File: src/design/rv_pkg.sv
`default_nettype none

package rv_pkg;

  typedef logic [31:0] xlen_t;
  typedef logic [4:0]  reg_idx_t;

  // ------------------------------------------------------------------------
  // Encodings
  // ------------------------------------------------------------------------

  // Major opcodes of the supported instruction groups
  typedef enum logic [6:0] {
    OP_LUI    = 7'b0110111,
    OP_JAL    = 7'b1101111,
    OP_BRANCH = 7'b1100011,
    OP_LOAD   = 7'b0000011,
    OP_STORE  = 7'b0100011,
    OP_IMM    = 7'b0010011,
    OP_REG    = 7'b0110011,
    OP_SYSTEM = 7'b1110011
  } opcode_e;

  typedef enum logic [2:0] {
    ALU_ADD,
    ALU_SUB,
    ALU_AND,
    ALU_OR,
    ALU_XOR,
    ALU_SLT,
    ALU_PASS_B
  } alu_op_e;

  // funct3 values, shared between OP and OP-IMM
  localparam logic [2:0] F3_ADD = 3'b000;
  localparam logic [2:0] F3_SLT = 3'b010;
  localparam logic [2:0] F3_XOR = 3'b100;
  localparam logic [2:0] F3_OR  = 3'b110;
  localparam logic [2:0] F3_AND = 3'b111;
  // Memory widths: SB and LBU
  localparam logic [2:0] F3_SB  = 3'b000;
  localparam logic [2:0] F3_LBU = 3'b100;

  // ADDI x0, x0, 0
  localparam xlen_t nop_instr = 32'h0000_0013;

  // ------------------------------------------------------------------------
  // Instruction formats
  // ------------------------------------------------------------------------

  typedef struct packed {
    logic [6:0] funct7;
    reg_idx_t   rs2;
    reg_idx_t   rs1;
    logic [2:0] funct3;
    reg_idx_t   rd;
    opcode_e    opcode;
  } r_fmt_t;

  typedef struct packed {
    logic [11:0] imm;
    reg_idx_t    rs1;
    logic [2:0]  funct3;
    reg_idx_t    rd;
    opcode_e     opcode;
  } i_fmt_t;

  typedef struct packed {
    logic [6:0] imm_hi;
    reg_idx_t   rs2;
    reg_idx_t   rs1;
    logic [2:0] funct3;
    logic [4:0] imm_lo;
    opcode_e    opcode;
  } s_fmt_t;

  // Branch offset bits are scattered, bit 0 is implied
  typedef struct packed {
    logic       imm_12;
    logic [5:0] imm_10_5;
    reg_idx_t   rs2;
    reg_idx_t   rs1;
    logic [2:0] funct3;
    logic [3:0] imm_4_1;
    logic       imm_11;
    opcode_e    opcode;
  } b_fmt_t;

  typedef struct packed {
    logic [19:0] imm_31_12;
    reg_idx_t    rd;
    opcode_e     opcode;
  } u_fmt_t;

  typedef struct packed {
    logic       imm_20;
    logic [9:0] imm_10_1;
    logic       imm_11;
    logic [7:0] imm_19_12;
    reg_idx_t   rd;
    opcode_e    opcode;
  } j_fmt_t;

  // One fetched word, viewed through each format
  typedef union packed {
    r_fmt_t r;
    i_fmt_t i;
    s_fmt_t s;
    b_fmt_t b;
    u_fmt_t u;
    j_fmt_t j;
  } instr_u;

  // ------------------------------------------------------------------------
  // Stage registers and control
  // ------------------------------------------------------------------------

  typedef struct packed {
    logic   valid;
    xlen_t  pc;
    instr_u instr;
  } if_id_t;

  typedef struct packed {
    logic    reg_write;
    logic    mem_read;
    logic    mem_write;
    logic    mem_byte;
    logic    alu_b_imm;
    logic    alu_a_pc;
    logic    is_branch;
    logic    branch_ne;
    logic    is_jump;
    logic    is_ebreak;
    alu_op_e alu_op;
  } ctrl_t;

  typedef struct packed {
    logic     valid;
    ctrl_t    ctrl;
    xlen_t    pc;
    reg_idx_t rs1;
    reg_idx_t rs2;
    reg_idx_t rd;
    xlen_t    rs1_data;
    xlen_t    rs2_data;
    xlen_t    imm;
  } id_ex_t;

  typedef struct packed {
    logic     valid;
    ctrl_t    ctrl;
    reg_idx_t rd;
    xlen_t    alu_result;
    xlen_t    store_data;
  } ex_mem_t;

  typedef struct packed {
    logic     valid;
    logic     reg_write;
    logic     is_ebreak;
    reg_idx_t rd;
    xlen_t    rd_data;
  } mem_wb_t;

  typedef struct packed {
    logic stall_fetch;
    logic stall_decode;
    logic flush_decode;
    logic flush_execute;
  } hazard_ctl_t;

  typedef struct packed {
    logic  taken;
    xlen_t target;
  } redirect_t;

endpackage

`default_nettype wire

File: src/design/rv_core.sv
`timescale 1ns/1ps
`default_nettype none

module rv_core #(
  parameter rv_pkg::xlen_t RESET_PC = 32'h0000_0000
) (
  input  wire                clk,
  input  wire                rst_n,
  output logic               imem_ren,
  output rv_pkg::xlen_t      imem_raddr,
  input  wire rv_pkg::xlen_t imem_rdata,
  output logic               dmem_ren,
  output rv_pkg::xlen_t      dmem_raddr,
  input  wire rv_pkg::xlen_t dmem_rdata,
  output logic               dmem_we,
  output rv_pkg::xlen_t      dmem_waddr,
  output rv_pkg::xlen_t      dmem_wdata,
  output logic [3:0]         dmem_wstrb,
  output logic               ebreak
);
  import rv_pkg::*;

  // ------------------------------------------------------------------------
  // Stage registers and side channels
  // ------------------------------------------------------------------------
  if_id_t      if_id;
  id_ex_t      id_ex;
  ex_mem_t     ex_mem;
  mem_wb_t     wb;
  redirect_t   redirect;
  hazard_ctl_t hazard;

  // Decode to hazard
  reg_idx_t rs1;
  reg_idx_t rs2;
  logic     rs1_used;
  logic     rs2_used;

  rv_fetch #(
    .RESET_PC (RESET_PC)
  ) u_fetch (
    .clk        (clk),
    .rst_n      (rst_n),
    .redirect   (redirect),
    .hazard     (hazard),
    .imem_ren   (imem_ren),
    .imem_raddr (imem_raddr),
    .imem_rdata (imem_rdata),
    .if_id      (if_id)
  );

  rv_decode u_decode (
    .clk      (clk),
    .rst_n    (rst_n),
    .if_id    (if_id),
    .wb       (wb),
    .hazard   (hazard),
    .rs1      (rs1),
    .rs2      (rs2),
    .rs1_used (rs1_used),
    .rs2_used (rs2_used),
    .id_ex    (id_ex)
  );

  // Memory stage forwards through its own input register
  rv_execute u_execute (
    .clk      (clk),
    .rst_n    (rst_n),
    .id_ex    (id_ex),
    .mem_fwd  (ex_mem),
    .wb       (wb),
    .redirect (redirect),
    .ex_mem   (ex_mem)
  );

  rv_memory u_memory (
    .clk        (clk),
    .rst_n      (rst_n),
    .ex_mem     (ex_mem),
    .dmem_ren   (dmem_ren),
    .dmem_raddr (dmem_raddr),
    .dmem_rdata (dmem_rdata),
    .dmem_we    (dmem_we),
    .dmem_waddr (dmem_waddr),
    .dmem_wdata (dmem_wdata),
    .dmem_wstrb (dmem_wstrb),
    .wb         (wb),
    .ebreak     (ebreak)
  );

  rv_hazard u_hazard (
    .rs1      (rs1),
    .rs2      (rs2),
    .rs1_used (rs1_used),
    .rs2_used (rs2_used),
    .id_ex    (id_ex),
    .redirect (redirect),
    .hazard   (hazard)
  );

endmodule

`default_nettype wire

File: src/design/rv_decode.sv
`timescale 1ns/1ps
`default_nettype none

module rv_decode (
  input  wire                     clk,
  input  wire                     rst_n,
  input  wire rv_pkg::if_id_t      if_id,
  input  wire rv_pkg::mem_wb_t     wb,
  input  wire rv_pkg::hazard_ctl_t hazard,
  output rv_pkg::reg_idx_t        rs1,
  output rv_pkg::reg_idx_t        rs2,
  output logic                    rs1_used,
  output logic                    rs2_used,
  output rv_pkg::id_ex_t          id_ex
);
  import rv_pkg::*;

  instr_u instr;
  ctrl_t  ctrl;
  xlen_t  imm;
  xlen_t  rs1_data;
  xlen_t  rs2_data;

  // Shared funct3 decode for OP and OP-IMM
  function automatic alu_op_e funct_to_alu(logic [2:0] funct3, logic sub);
    case (funct3)
      F3_ADD:  return sub ? ALU_SUB : ALU_ADD;
      F3_SLT:  return ALU_SLT;
      F3_XOR:  return ALU_XOR;
      F3_OR:   return ALU_OR;
      F3_AND:  return ALU_AND;
      default: return ALU_ADD;
    endcase
  endfunction

  assign instr = if_id.instr;
  // Register fields sit at the same bits in every format that has them
  assign rs1   = instr.r.rs1;
  assign rs2   = instr.r.rs2;

  // ------------------------------------------------------------------------
  // Control and immediate
  // ------------------------------------------------------------------------
  always_comb begin
    ctrl     = '0;
    imm      = '0;
    rs1_used = 1'b0;
    rs2_used = 1'b0;
    case (instr.r.opcode)
      OP_REG: begin
        ctrl.reg_write = 1'b1;
        ctrl.alu_op    = funct_to_alu(instr.r.funct3, instr.r.funct7[5]);
        rs1_used       = 1'b1;
        rs2_used       = 1'b1;
      end
      OP_IMM: begin
        ctrl.reg_write = 1'b1;
        ctrl.alu_b_imm = 1'b1;
        ctrl.alu_op    = funct_to_alu(instr.i.funct3, 1'b0);
        imm            = {{20{instr.i.imm[11]}}, instr.i.imm};
        rs1_used       = 1'b1;
      end
      OP_LUI: begin
        ctrl.reg_write = 1'b1;
        ctrl.alu_b_imm = 1'b1;
        ctrl.alu_op    = ALU_PASS_B;
        imm            = {instr.u.imm_31_12, 12'b0};
      end
      OP_LOAD: begin
        ctrl.reg_write = 1'b1;
        ctrl.mem_read  = 1'b1;
        ctrl.mem_byte  = (instr.i.funct3 == F3_LBU);
        ctrl.alu_b_imm = 1'b1;
        imm            = {{20{instr.i.imm[11]}}, instr.i.imm};
        rs1_used       = 1'b1;
      end
      OP_STORE: begin
        ctrl.mem_write = 1'b1;
        ctrl.mem_byte  = (instr.s.funct3 == F3_SB);
        ctrl.alu_b_imm = 1'b1;
        imm            = {{20{instr.s.imm_hi[6]}}, instr.s.imm_hi, instr.s.imm_lo};
        rs1_used       = 1'b1;
        rs2_used       = 1'b1;
      end
      OP_BRANCH: begin
        // ALU forms the target, the compare runs beside it
        ctrl.is_branch = 1'b1;
        ctrl.branch_ne = instr.b.funct3[0];
        ctrl.alu_a_pc  = 1'b1;
        ctrl.alu_b_imm = 1'b1;
        imm = {{19{instr.b.imm_12}}, instr.b.imm_12, instr.b.imm_11,
               instr.b.imm_10_5, instr.b.imm_4_1, 1'b0};
        rs1_used       = 1'b1;
        rs2_used       = 1'b1;
      end
      OP_JAL: begin
        ctrl.is_jump   = 1'b1;
        ctrl.reg_write = 1'b1;
        ctrl.alu_a_pc  = 1'b1;
        ctrl.alu_b_imm = 1'b1;
        imm = {{11{instr.j.imm_20}}, instr.j.imm_20, instr.j.imm_19_12,
               instr.j.imm_11, instr.j.imm_10_1, 1'b0};
      end
      OP_SYSTEM: begin
        // Only EBREAK, anything else here is a NOP
        ctrl.is_ebreak = (instr.i.imm == 12'd1) && (instr.i.funct3 == 3'b000);
      end
      default: begin
        ctrl = '0;
      end
    endcase
    // A bubble carries no control and reads nothing
    if (!if_id.valid) begin
      ctrl     = '0;
      rs1_used = 1'b0;
      rs2_used = 1'b0;
    end
  end

  rv_regfile u_regfile (
    .clk      (clk),
    .rst_n    (rst_n),
    .rs1_addr (rs1),
    .rs2_addr (rs2),
    .rs1_data (rs1_data),
    .rs2_data (rs2_data),
    .wb       (wb)
  );

  // ID/EX register
  always_ff @(posedge clk or negedge rst_n) begin
    if (!rst_n) begin
      id_ex <= '0;
    end else if (hazard.flush_execute || hazard.stall_decode) begin
      id_ex.valid <= 1'b0;
      id_ex.ctrl  <= '0;
    end else begin
      id_ex.valid    <= if_id.valid;
      id_ex.ctrl     <= ctrl;
      id_ex.pc       <= if_id.pc;
      id_ex.rs1      <= rs1;
      id_ex.rs2      <= rs2;
      id_ex.rd       <= instr.r.rd;
      id_ex.rs1_data <= rs1_data;
      id_ex.rs2_data <= rs2_data;
      id_ex.imm      <= imm;
    end
  end

endmodule

`default_nettype wire

File: src/design/rv_execute.sv
`timescale 1ns/1ps
`default_nettype none

module rv_execute (
  input  wire                 clk,
  input  wire                 rst_n,
  input  wire rv_pkg::id_ex_t  id_ex,
  input  wire rv_pkg::ex_mem_t mem_fwd,
  input  wire rv_pkg::mem_wb_t wb,
  output rv_pkg::redirect_t   redirect,
  output rv_pkg::ex_mem_t     ex_mem
);
  import rv_pkg::*;

  xlen_t rs1_val;
  xlen_t rs2_val;
  xlen_t op_a;
  xlen_t op_b;
  xlen_t alu_out;
  logic  operands_eq;

  // Youngest producer first, x0 never forwarded
  function automatic xlen_t forward(reg_idx_t idx, xlen_t reg_val);
    if (idx == '0) begin
      return reg_val;
    end
    if (mem_fwd.valid && mem_fwd.ctrl.reg_write && (mem_fwd.rd == idx)) begin
      return mem_fwd.alu_result;
    end
    if (wb.valid && wb.reg_write && (wb.rd == idx)) begin
      return wb.rd_data;
    end
    return reg_val;
  endfunction

  always_comb begin
    rs1_val = forward(id_ex.rs1, id_ex.rs1_data);
    rs2_val = forward(id_ex.rs2, id_ex.rs2_data);
  end

  assign op_a = id_ex.ctrl.alu_a_pc ? id_ex.pc : rs1_val;
  assign op_b = id_ex.ctrl.alu_b_imm ? id_ex.imm : rs2_val;

  // ------------------------------------------------------------------------
  // ALU
  // ------------------------------------------------------------------------
  always_comb begin
    case (id_ex.ctrl.alu_op)
      ALU_ADD:    alu_out = op_a + op_b;
      ALU_SUB:    alu_out = op_a - op_b;
      ALU_AND:    alu_out = op_a & op_b;
      ALU_OR:     alu_out = op_a | op_b;
      ALU_XOR:    alu_out = op_a ^ op_b;
      ALU_SLT:    alu_out = {31'b0, $signed(op_a) < $signed(op_b)};
      ALU_PASS_B: alu_out = op_b;
      default:    alu_out = '0;
    endcase
  end

  // Branch compare runs on the register operands, the ALU gives PC plus offset
  assign operands_eq = (rs1_val == rs2_val);

  // Bubbles leave decode with cleared control, so no valid term here
  assign redirect.taken  = id_ex.ctrl.is_jump ||
                           (id_ex.ctrl.is_branch && (operands_eq ^ id_ex.ctrl.branch_ne));
  assign redirect.target = alu_out;

  // EX/MEM register
  always_ff @(posedge clk or negedge rst_n) begin
    if (!rst_n) begin
      ex_mem <= '0;
    end else begin
      ex_mem.valid      <= id_ex.valid;
      ex_mem.ctrl       <= id_ex.ctrl;
      ex_mem.rd         <= id_ex.rd;
      // JAL links PC plus four
      ex_mem.alu_result <= id_ex.ctrl.is_jump ? (id_ex.pc + 32'd4) : alu_out;
      ex_mem.store_data <= rs2_val;
    end
  end

  a_redirect_valid: assert property (
    @(posedge clk) disable iff (!rst_n) redirect.taken |-> id_ex.valid
  );

endmodule

`default_nettype wire

File: src/design/rv_fetch.sv
`timescale 1ns/1ps
`default_nettype none

module rv_fetch #(
  parameter rv_pkg::xlen_t RESET_PC = 32'h0000_0000
) (
  input  wire                 clk,
  input  wire                 rst_n,
  input  wire rv_pkg::redirect_t   redirect,
  input  wire rv_pkg::hazard_ctl_t hazard,
  output logic                imem_ren,
  output rv_pkg::xlen_t       imem_raddr,
  input  wire rv_pkg::xlen_t  imem_rdata,
  output rv_pkg::if_id_t      if_id
);
  import rv_pkg::*;

  xlen_t pc;
  xlen_t pc_next;

  // Redirect from execute wins over a load-use hold
  always_comb begin
    if (redirect.taken) begin
      pc_next = redirect.target;
    end else if (hazard.stall_fetch) begin
      pc_next = pc;
    end else begin
      pc_next = pc + 32'd4;
    end
  end

  always_ff @(posedge clk or negedge rst_n) begin
    if (!rst_n) begin
      pc <= RESET_PC;
    end else begin
      pc <= pc_next;
    end
  end

  // Memory answers in the same cycle, no read on a held PC
  assign imem_ren   = !hazard.stall_fetch;
  assign imem_raddr = pc;

  // IF/ID register
  always_ff @(posedge clk or negedge rst_n) begin
    if (!rst_n) begin
      if_id.valid <= 1'b0;
      if_id.pc    <= '0;
      if_id.instr <= nop_instr;
    end else if (hazard.flush_decode) begin
      // Squash the word fetched behind a taken branch or jump
      if_id.valid <= 1'b0;
      if_id.instr <= nop_instr;
    end else if (!hazard.stall_decode) begin
      if_id.valid <= 1'b1;
      if_id.pc    <= pc;
      if_id.instr <= imem_rdata;
    end
  end

  // Branch and jump targets from execute keep the PC word-aligned
  a_pc_aligned: assert property (@(posedge clk) disable iff (!rst_n) pc[1:0] == 2'b00);

endmodule

`default_nettype wire

File: src/design/rv_hazard.sv
`timescale 1ns/1ps
`default_nettype none

module rv_hazard (
  input  wire rv_pkg::reg_idx_t  rs1,
  input  wire rv_pkg::reg_idx_t  rs2,
  input  wire                   rs1_used,
  input  wire                   rs2_used,
  input  wire rv_pkg::id_ex_t    id_ex,
  input  wire rv_pkg::redirect_t redirect,
  output rv_pkg::hazard_ctl_t   hazard
);
  import rv_pkg::*;

  logic load_use;

  // Load in execute feeding the instruction in decode
  assign load_use = id_ex.valid && id_ex.ctrl.mem_read && (id_ex.rd != '0) &&
                    ((rs1_used && (rs1 == id_ex.rd)) ||
                     (rs2_used && (rs2 == id_ex.rd)));

  always_comb begin
    hazard = '0;
    if (redirect.taken) begin
      // Kill the two younger instructions
      hazard.flush_decode  = 1'b1;
      hazard.flush_execute = 1'b1;
    end else if (load_use) begin
      // Hold fetch and decode, bubble into execute
      hazard.stall_fetch   = 1'b1;
      hazard.stall_decode  = 1'b1;
      hazard.flush_execute = 1'b1;
    end
  end

endmodule

`default_nettype wire

File: src/design/rv_memory.sv
`timescale 1ns/1ps
`default_nettype none

module rv_memory (
  input  wire                 clk,
  input  wire                 rst_n,
  input  wire rv_pkg::ex_mem_t ex_mem,
  output logic                dmem_ren,
  output rv_pkg::xlen_t       dmem_raddr,
  input  wire rv_pkg::xlen_t  dmem_rdata,
  output logic                dmem_we,
  output rv_pkg::xlen_t       dmem_waddr,
  output rv_pkg::xlen_t       dmem_wdata,
  output logic [3:0]          dmem_wstrb,
  output rv_pkg::mem_wb_t     wb,
  output logic                ebreak
);
  import rv_pkg::*;

  logic [1:0] lane;
  xlen_t      word_addr;
  xlen_t      load_shifted;
  xlen_t      load_data;
  logic       halted;

  assign lane      = ex_mem.alu_result[1:0];
  assign word_addr = {ex_mem.alu_result[31:2], 2'b00};

  // Halt covers an EBREAK in write-back too, so the store behind it is dropped
  assign halted = ebreak || (wb.valid && wb.is_ebreak);

  // ------------------------------------------------------------------------
  // Data memory ports
  // ------------------------------------------------------------------------
  assign dmem_ren   = ex_mem.valid && ex_mem.ctrl.mem_read;
  assign dmem_raddr = word_addr;
  assign dmem_we    = ex_mem.valid && ex_mem.ctrl.mem_write && !halted;
  assign dmem_waddr = word_addr;

  // SB moves its byte to the addressed lane
  assign dmem_wdata = ex_mem.ctrl.mem_byte ?
                      (xlen_t'(ex_mem.store_data[7:0]) << {lane, 3'b000}) :
                      ex_mem.store_data;
  assign dmem_wstrb = ex_mem.ctrl.mem_byte ? (4'b0001 << lane) : 4'b1111;

  // LBU, zero-extended
  assign load_shifted = dmem_rdata >> {lane, 3'b000};
  assign load_data    = ex_mem.ctrl.mem_byte ? {24'b0, load_shifted[7:0]} : dmem_rdata;

  // MEM/WB register
  always_ff @(posedge clk or negedge rst_n) begin
    if (!rst_n) begin
      wb <= '0;
    end else begin
      wb.valid     <= ex_mem.valid;
      wb.reg_write <= ex_mem.ctrl.reg_write;
      wb.is_ebreak <= ex_mem.ctrl.is_ebreak;
      wb.rd        <= ex_mem.rd;
      wb.rd_data   <= ex_mem.ctrl.mem_read ? load_data : ex_mem.alu_result;
    end
  end

  // Sticky until reset
  always_ff @(posedge clk or negedge rst_n) begin
    if (!rst_n) begin
      ebreak <= 1'b0;
    end else if (wb.valid && wb.is_ebreak) begin
      ebreak <= 1'b1;
    end
  end

  // Decode never marks one instruction as both load and store
  a_no_rd_wr: assert property (@(posedge clk) disable iff (!rst_n) !(dmem_we && dmem_ren));

endmodule

`default_nettype wire

File: src/design/rv_regfile.sv
`timescale 1ns/1ps
`default_nettype none

module rv_regfile (
  input  wire                  clk,
  input  wire                  rst_n,
  input  wire rv_pkg::reg_idx_t rs1_addr,
  input  wire rv_pkg::reg_idx_t rs2_addr,
  output rv_pkg::xlen_t        rs1_data,
  output rv_pkg::xlen_t        rs2_data,
  input  wire rv_pkg::mem_wb_t  wb
);
  import rv_pkg::*;

  // x0 has no storage
  xlen_t regs [1:31];
  logic  wr_en;

  assign wr_en = wb.valid && wb.reg_write && (wb.rd != '0);

  always_ff @(posedge clk) begin
    if (wr_en) begin
      regs[wb.rd] <= wb.rd_data;
    end
  end

  // Write-through: a same-cycle write is visible to decode
  function automatic xlen_t read_port(reg_idx_t addr);
    if (addr == '0) begin
      return '0;
    end
    if (wr_en && (wb.rd == addr)) begin
      return wb.rd_data;
    end
    return regs[addr];
  endfunction

  always_comb begin
    rs1_data = read_port(rs1_addr);
    rs2_data = read_port(rs2_addr);
  end

  // EBREAK reaches write-back without a register write
  a_ebreak_no_write: assert property (
    @(posedge clk) disable iff (!rst_n) (wb.valid && wb.is_ebreak) |-> !wb.reg_write
  );

endmodule

`default_nettype wire

File: config.mk
export PLATFORM = sky130hd
export DESIGN_NAME = rv_core
export DESIGN_NICKNAME = d
export VERILOG_FILES = /design/src/design/rv_pkg.sv /design/src/design/rv_core.sv /design/src/design/rv_decode.sv /design/src/design/rv_execute.sv /design/src/design/rv_fetch.sv /design/src/design/rv_hazard.sv /design/src/design/rv_memory.sv /design/src/design/rv_regfile.sv
export SDC_FILE = /design/constraint.sdc
export NUM_CORES = 2
export LEC_CHECK = 0
export BUFFER_PORTS_ARGS = -buffer_cell sky130_fd_sc_hd__buf_2
export CORE_AREA = 3 3 488 490
export DETAILED_ROUTE_END_ITERATION = 8
export DIE_AREA = 0 0 491 493
export PLACE_DENSITY_LB_ADDON = 0.08
export SETUP_SLACK_MARGIN = 0.02
export SYNTH_ARGS = -nofsm -noshare
export SYNTH_HDL_FRONTEND = slang
export SYNTH_SLANG_ARGS = --single-unit
export TNS_END_PERCENT = 50
File: constraint.sdc
create_clock -name clk -period 6.65 [get_ports clk]
set_input_delay 0.3325 -clock clk [delete_from_list [all_inputs] [get_ports clk]]
set_output_delay 0.3325 -clock clk [all_outputs]
set_load 0.02 [all_outputs]
==> results.py <==
metrics = {
    "drt": {
        "viasPerCell": 5.42,
        "drc": 0,
        "dr.pass1.iters": 5,
        "vias": 45400,
        "route.antenna.remaining_nets": 0,
        "routed_wl_um": 274000,
        "avgRoutedWirePerCell_um": 32.7,
        "first_iter_violations": 3808,
    },
    "sta": {
        "setup_viol": 0,
        "relSlewSlack_pct": 12.4,
        "finalCriticalPeriod_ns": 6.39,
        "setup_tns_ns": 0,
        "slew_viol_final": 0,
        "tightest_slew_ns": 1.31,
        "hold_viol_final": 0,
        "period_share_pct": 96.1,
        "fmax_mhz": 156,
        "rsz0062_at_grt": "yes",
        "skew_ns": 0.0281,
    },
    "cells_and_area": {
        "final_cells": 8387,
        "fillers": 22700,
        "layout.nets": 5283,
        "layout-drive-gt1-share_pct": 25.9,
        "area_growth_pct": 15.4,
    },
    "setup_path": {
        "crit_path_max_fanout": 30,
        "crit_type": "flop to output pin",
        "r2r_cells": 20,
        "critical-path-top-delay-family": "simple AND/OR/NAND/NOR gates",
        "cp-endpoint": "imem_ren",
        "cp_cell_sequence": "or4_1 > nor2_4 > buf_12 > buf_4 > buf_4 > or2_2 > o221ai_1 > xor2_1 > nor4_1 > nand4_1 > or4_1 > nand3_4 > inv_2 > buf_4 > nand2_1 > buf_2",
        "crit_arrival_ns": 6.06,
        "path_depth": 16,
        "critPathLaunch": "u_decode.id_ex[109]$_DFFE_PN0P_",
        "worstPathRequired_ns": 6.32,
        "cpMostUsedCell": "buf_4",
        "cp-end-kind": "output pin",
        "regToRegStartpoint": "u_decode.id_ex[109]$_DFFE_PN0P_",
        "rrSetupSlack_ns": 0.44,
        "critPathMaxStageDelay_ns": 1.02,
        "path_buf_inv": 6,
        "r2r-end": "u_execute.ex_mem[32]$_DFF_PN0_",
        "startpoint_type": "flop",
        "cpMaxStageDelayCell": "nor4_1",
    },
    "synth": {
        "synth.top_cell.area_share_pct": 42.5,
        "netlist_top_cells_area": "edfxtp_1 (43%), mux4_2 (18%), dfrtp_1 (13%)",
        "synth_edf_count": 992,
        "synth_top_cells_by_count": "edfxtp_1 (992), mux4_2 (545), dfrtp_1 (367)",
        "yosys.area.top_type": "edfxtp_1",
        "synth_top_flop_cell": "edfxtp_1",
        "synth-seq-cells": 1362,
        "yosysMostFrequentCell": "edfxtp_1",
        "synthCells": 4912,
        "ys_async_sr_fraction_pct": 27.2,
        "syn_avg_cell_area_um2": 14.3,
        "syn_area_mm2": 0.0700,
        "ys_seq_area_share_pct": 55.8,
        "synth_cell_types": 78,
        "ys_warn_count": 0,
    },
    "cts": {
        "h-tree-depth": 4,
        "clk_pin_slew_ns": 0.06,
        "worst_skew_pair.late_latency_ns": 0.83,
        "numClockSinks": 1362,
        "clk_path_buf_depth": 3,
        "cts_tree": "built",
        "cts_buffers": 162,
        "cts-root-buf": "clkbuf_16",
    },
    "floorplanning": {
        "dieWidth_um": 491,
        "row_count": 178,
        "dieArea_mm2": 0.242,
        "initial_core_util_pct": 29.9,
        "coreArea_mm2": 0.235,
        "die_h_um": 493,
        "io_pins": 202,
    },
    "pwr": {
        "leakagePower_nw": 28.6,
        "power.total_mw": 25.7,
        "peakVddDrop_uv": 256,
        "power_density_mw_per_mm2": 318,
    },
    "global_route": {
        "grt_pass1_vias": 46600,
        "grt_antenna_before_repair": 23,
        "gr-total-overflow": 0,
        "grt_pass1_wl_um": 383000,
        "grt.total_usage_pct": 22.3,
        "grt_max_degree": 143,
    },
    "min_path": {
        "hp-class": "input pin to asynchronous set/reset pin",
    },
    "place": {
        "finalWeightedCongestion": 0.932,
        "io_buffers": 197,
        "dp_hpwl_um": 179000,
        "post-place-cells": 8019,
    },
    "outcome": {
        "status": "completed",
    },
    "job": {
        "cap_violations": 0,
    },
}
==> cell type report <==
| class | instances | area [um^2] | share of cell area, % |
|---|---|---|---|
| inverters | 189 | 709 | 0.878 |
| clock buffers | 210 | 4440 | 5.49 |
| well taps | 3150 | 3940 | 4.88 |
| diodes | 7 | 17.5 | 0.0217 |
| multi-input cells | 2939 | 28700 | 35.5 |
| repair buffers | 446 | 3190 | 3.95 |
| flip-flops and latches | 1362 | 39100 | 48.4 |
| clock inverters | 84 | 757 | 0.936 |
==> per-stage QoR <==
step	utilization [%]	setup WS, ns	area (um^2)	hold WS [ns]
2_1_floorplan	-	1.34	70100	0.0369
3_3_place_gp	31.9	0.469	74900	0.335
3_5_place_dp	31.9	0.404	74900	0.336
4_1_cts	34.4	0.133	80800	0.0435
5_1_grt	34.5	0.00736	80800	0.123
6_report	34.5	0.259	80800	0.105
==> registers in the layout (all words and copies together), names as in the netlist <==
name,cells
u_execute.ex_mem,75
u_fetch.imem_raddr,32
u_decode.id_ex,157
u_memory.ebreak,1
u_fetch.if_id,65
u_memory.wb,40
u_decode.u_regfile.regs,992
==> metal layers <==
layer	track usage, %	wire length (um)	vias up
li1	-	-	19500
met4	6.78	8460	2
met5	0	20	-
met3	3.04	12700	316
met1	30.1	120000	24300
met2	37.4	133000	1354
==> kinds of logic (layout without fill, tap and decap cells) <==
group,after synthesis,after routing,synth area share [%]
AO/OA/AOI/OAI,892,892,8.36
XOR/XNOR,155,155,1.94
adder cells (fa/ha/maj),117,117,2.11
buffers and inverters,615,929,3.79
flip-flops,1362,1362,55.8
multiplexers,830,830,21.8
other,1,11,0.00535
AND/OR/NAND/NOR,940,941,6.28
==> report_power, final <==
part	leakage, nW	internal (mW)	switching, mW
Sequential	13.4	10.5	1.10
Combinational	12.7	1.82	3.40
Clock	2.54	5.13	3.72
Total	28.6	17.5	8.22
==> cells in the final DEF, fill, tap and decap left out, types with 18 or more instances in the layout <==
cell / instances
nand4_1: 18
and3_1: 18
xnor2_1: 66
clkbuf_16: 167
or3_1: 76
clkinv_1: 34
ha_1: 115
dfrtp_1: 350
nand3_1: 45
o21ai_0: 200
o22ai_1: 44
nor2b_1: 18
a22o_1: 50
nand2_1: 322
xor2_1: 89
clkinv_2: 23
edfxtp_1: 992
nor2_4: 34
or2_2: 69
mux2i_1: 197
buf_2: 196
o2bb2ai_1: 34
inv_1: 187
mux4_2: 545
mux2_1: 46
o221ai_1: 64
nor3_1: 35
clkbuf_1: 33
nor4_1: 21
a211oi_1: 83
mux2_2: 42
a21oi_1: 248
dlygate4sd3_1: 65
buf_4: 171
nor2_1: 223
==> worst min-delay path by stage <==
stage                                         from                              to
floorplan                                    rst_n   u_decode.id_ex[0]$_DFFE_PN0P_
finish                                       rst_n   u_fetch.if_id[38]$_DFFE_PN0P_
global route                                 rst_n  u_execute.ex_mem[34]$_DFF_PN0_
CTS                                          rst_n  u_execute.ex_mem[34]$_DFF_PN0_
global placement     u_decode.id_ex[146]$_DFF_PN0_  u_execute.ex_mem[72]$_DFF_PN0_
detailed placement  u_execute.ex_mem[72]$_DFF_PN0_       u_memory.wb[37]$_DFF_PN0_
==> what timing repair did <==
action | CTS | global route
setup buffers | 0 | 1
gates resized for setup | 0 | 6
hold endpoints to repair | 134 | 0
setup endpoints to repair | 0 | 9
hold buffers | 65 | 0
Note: power is estimated with default switching activity, not from simulation.
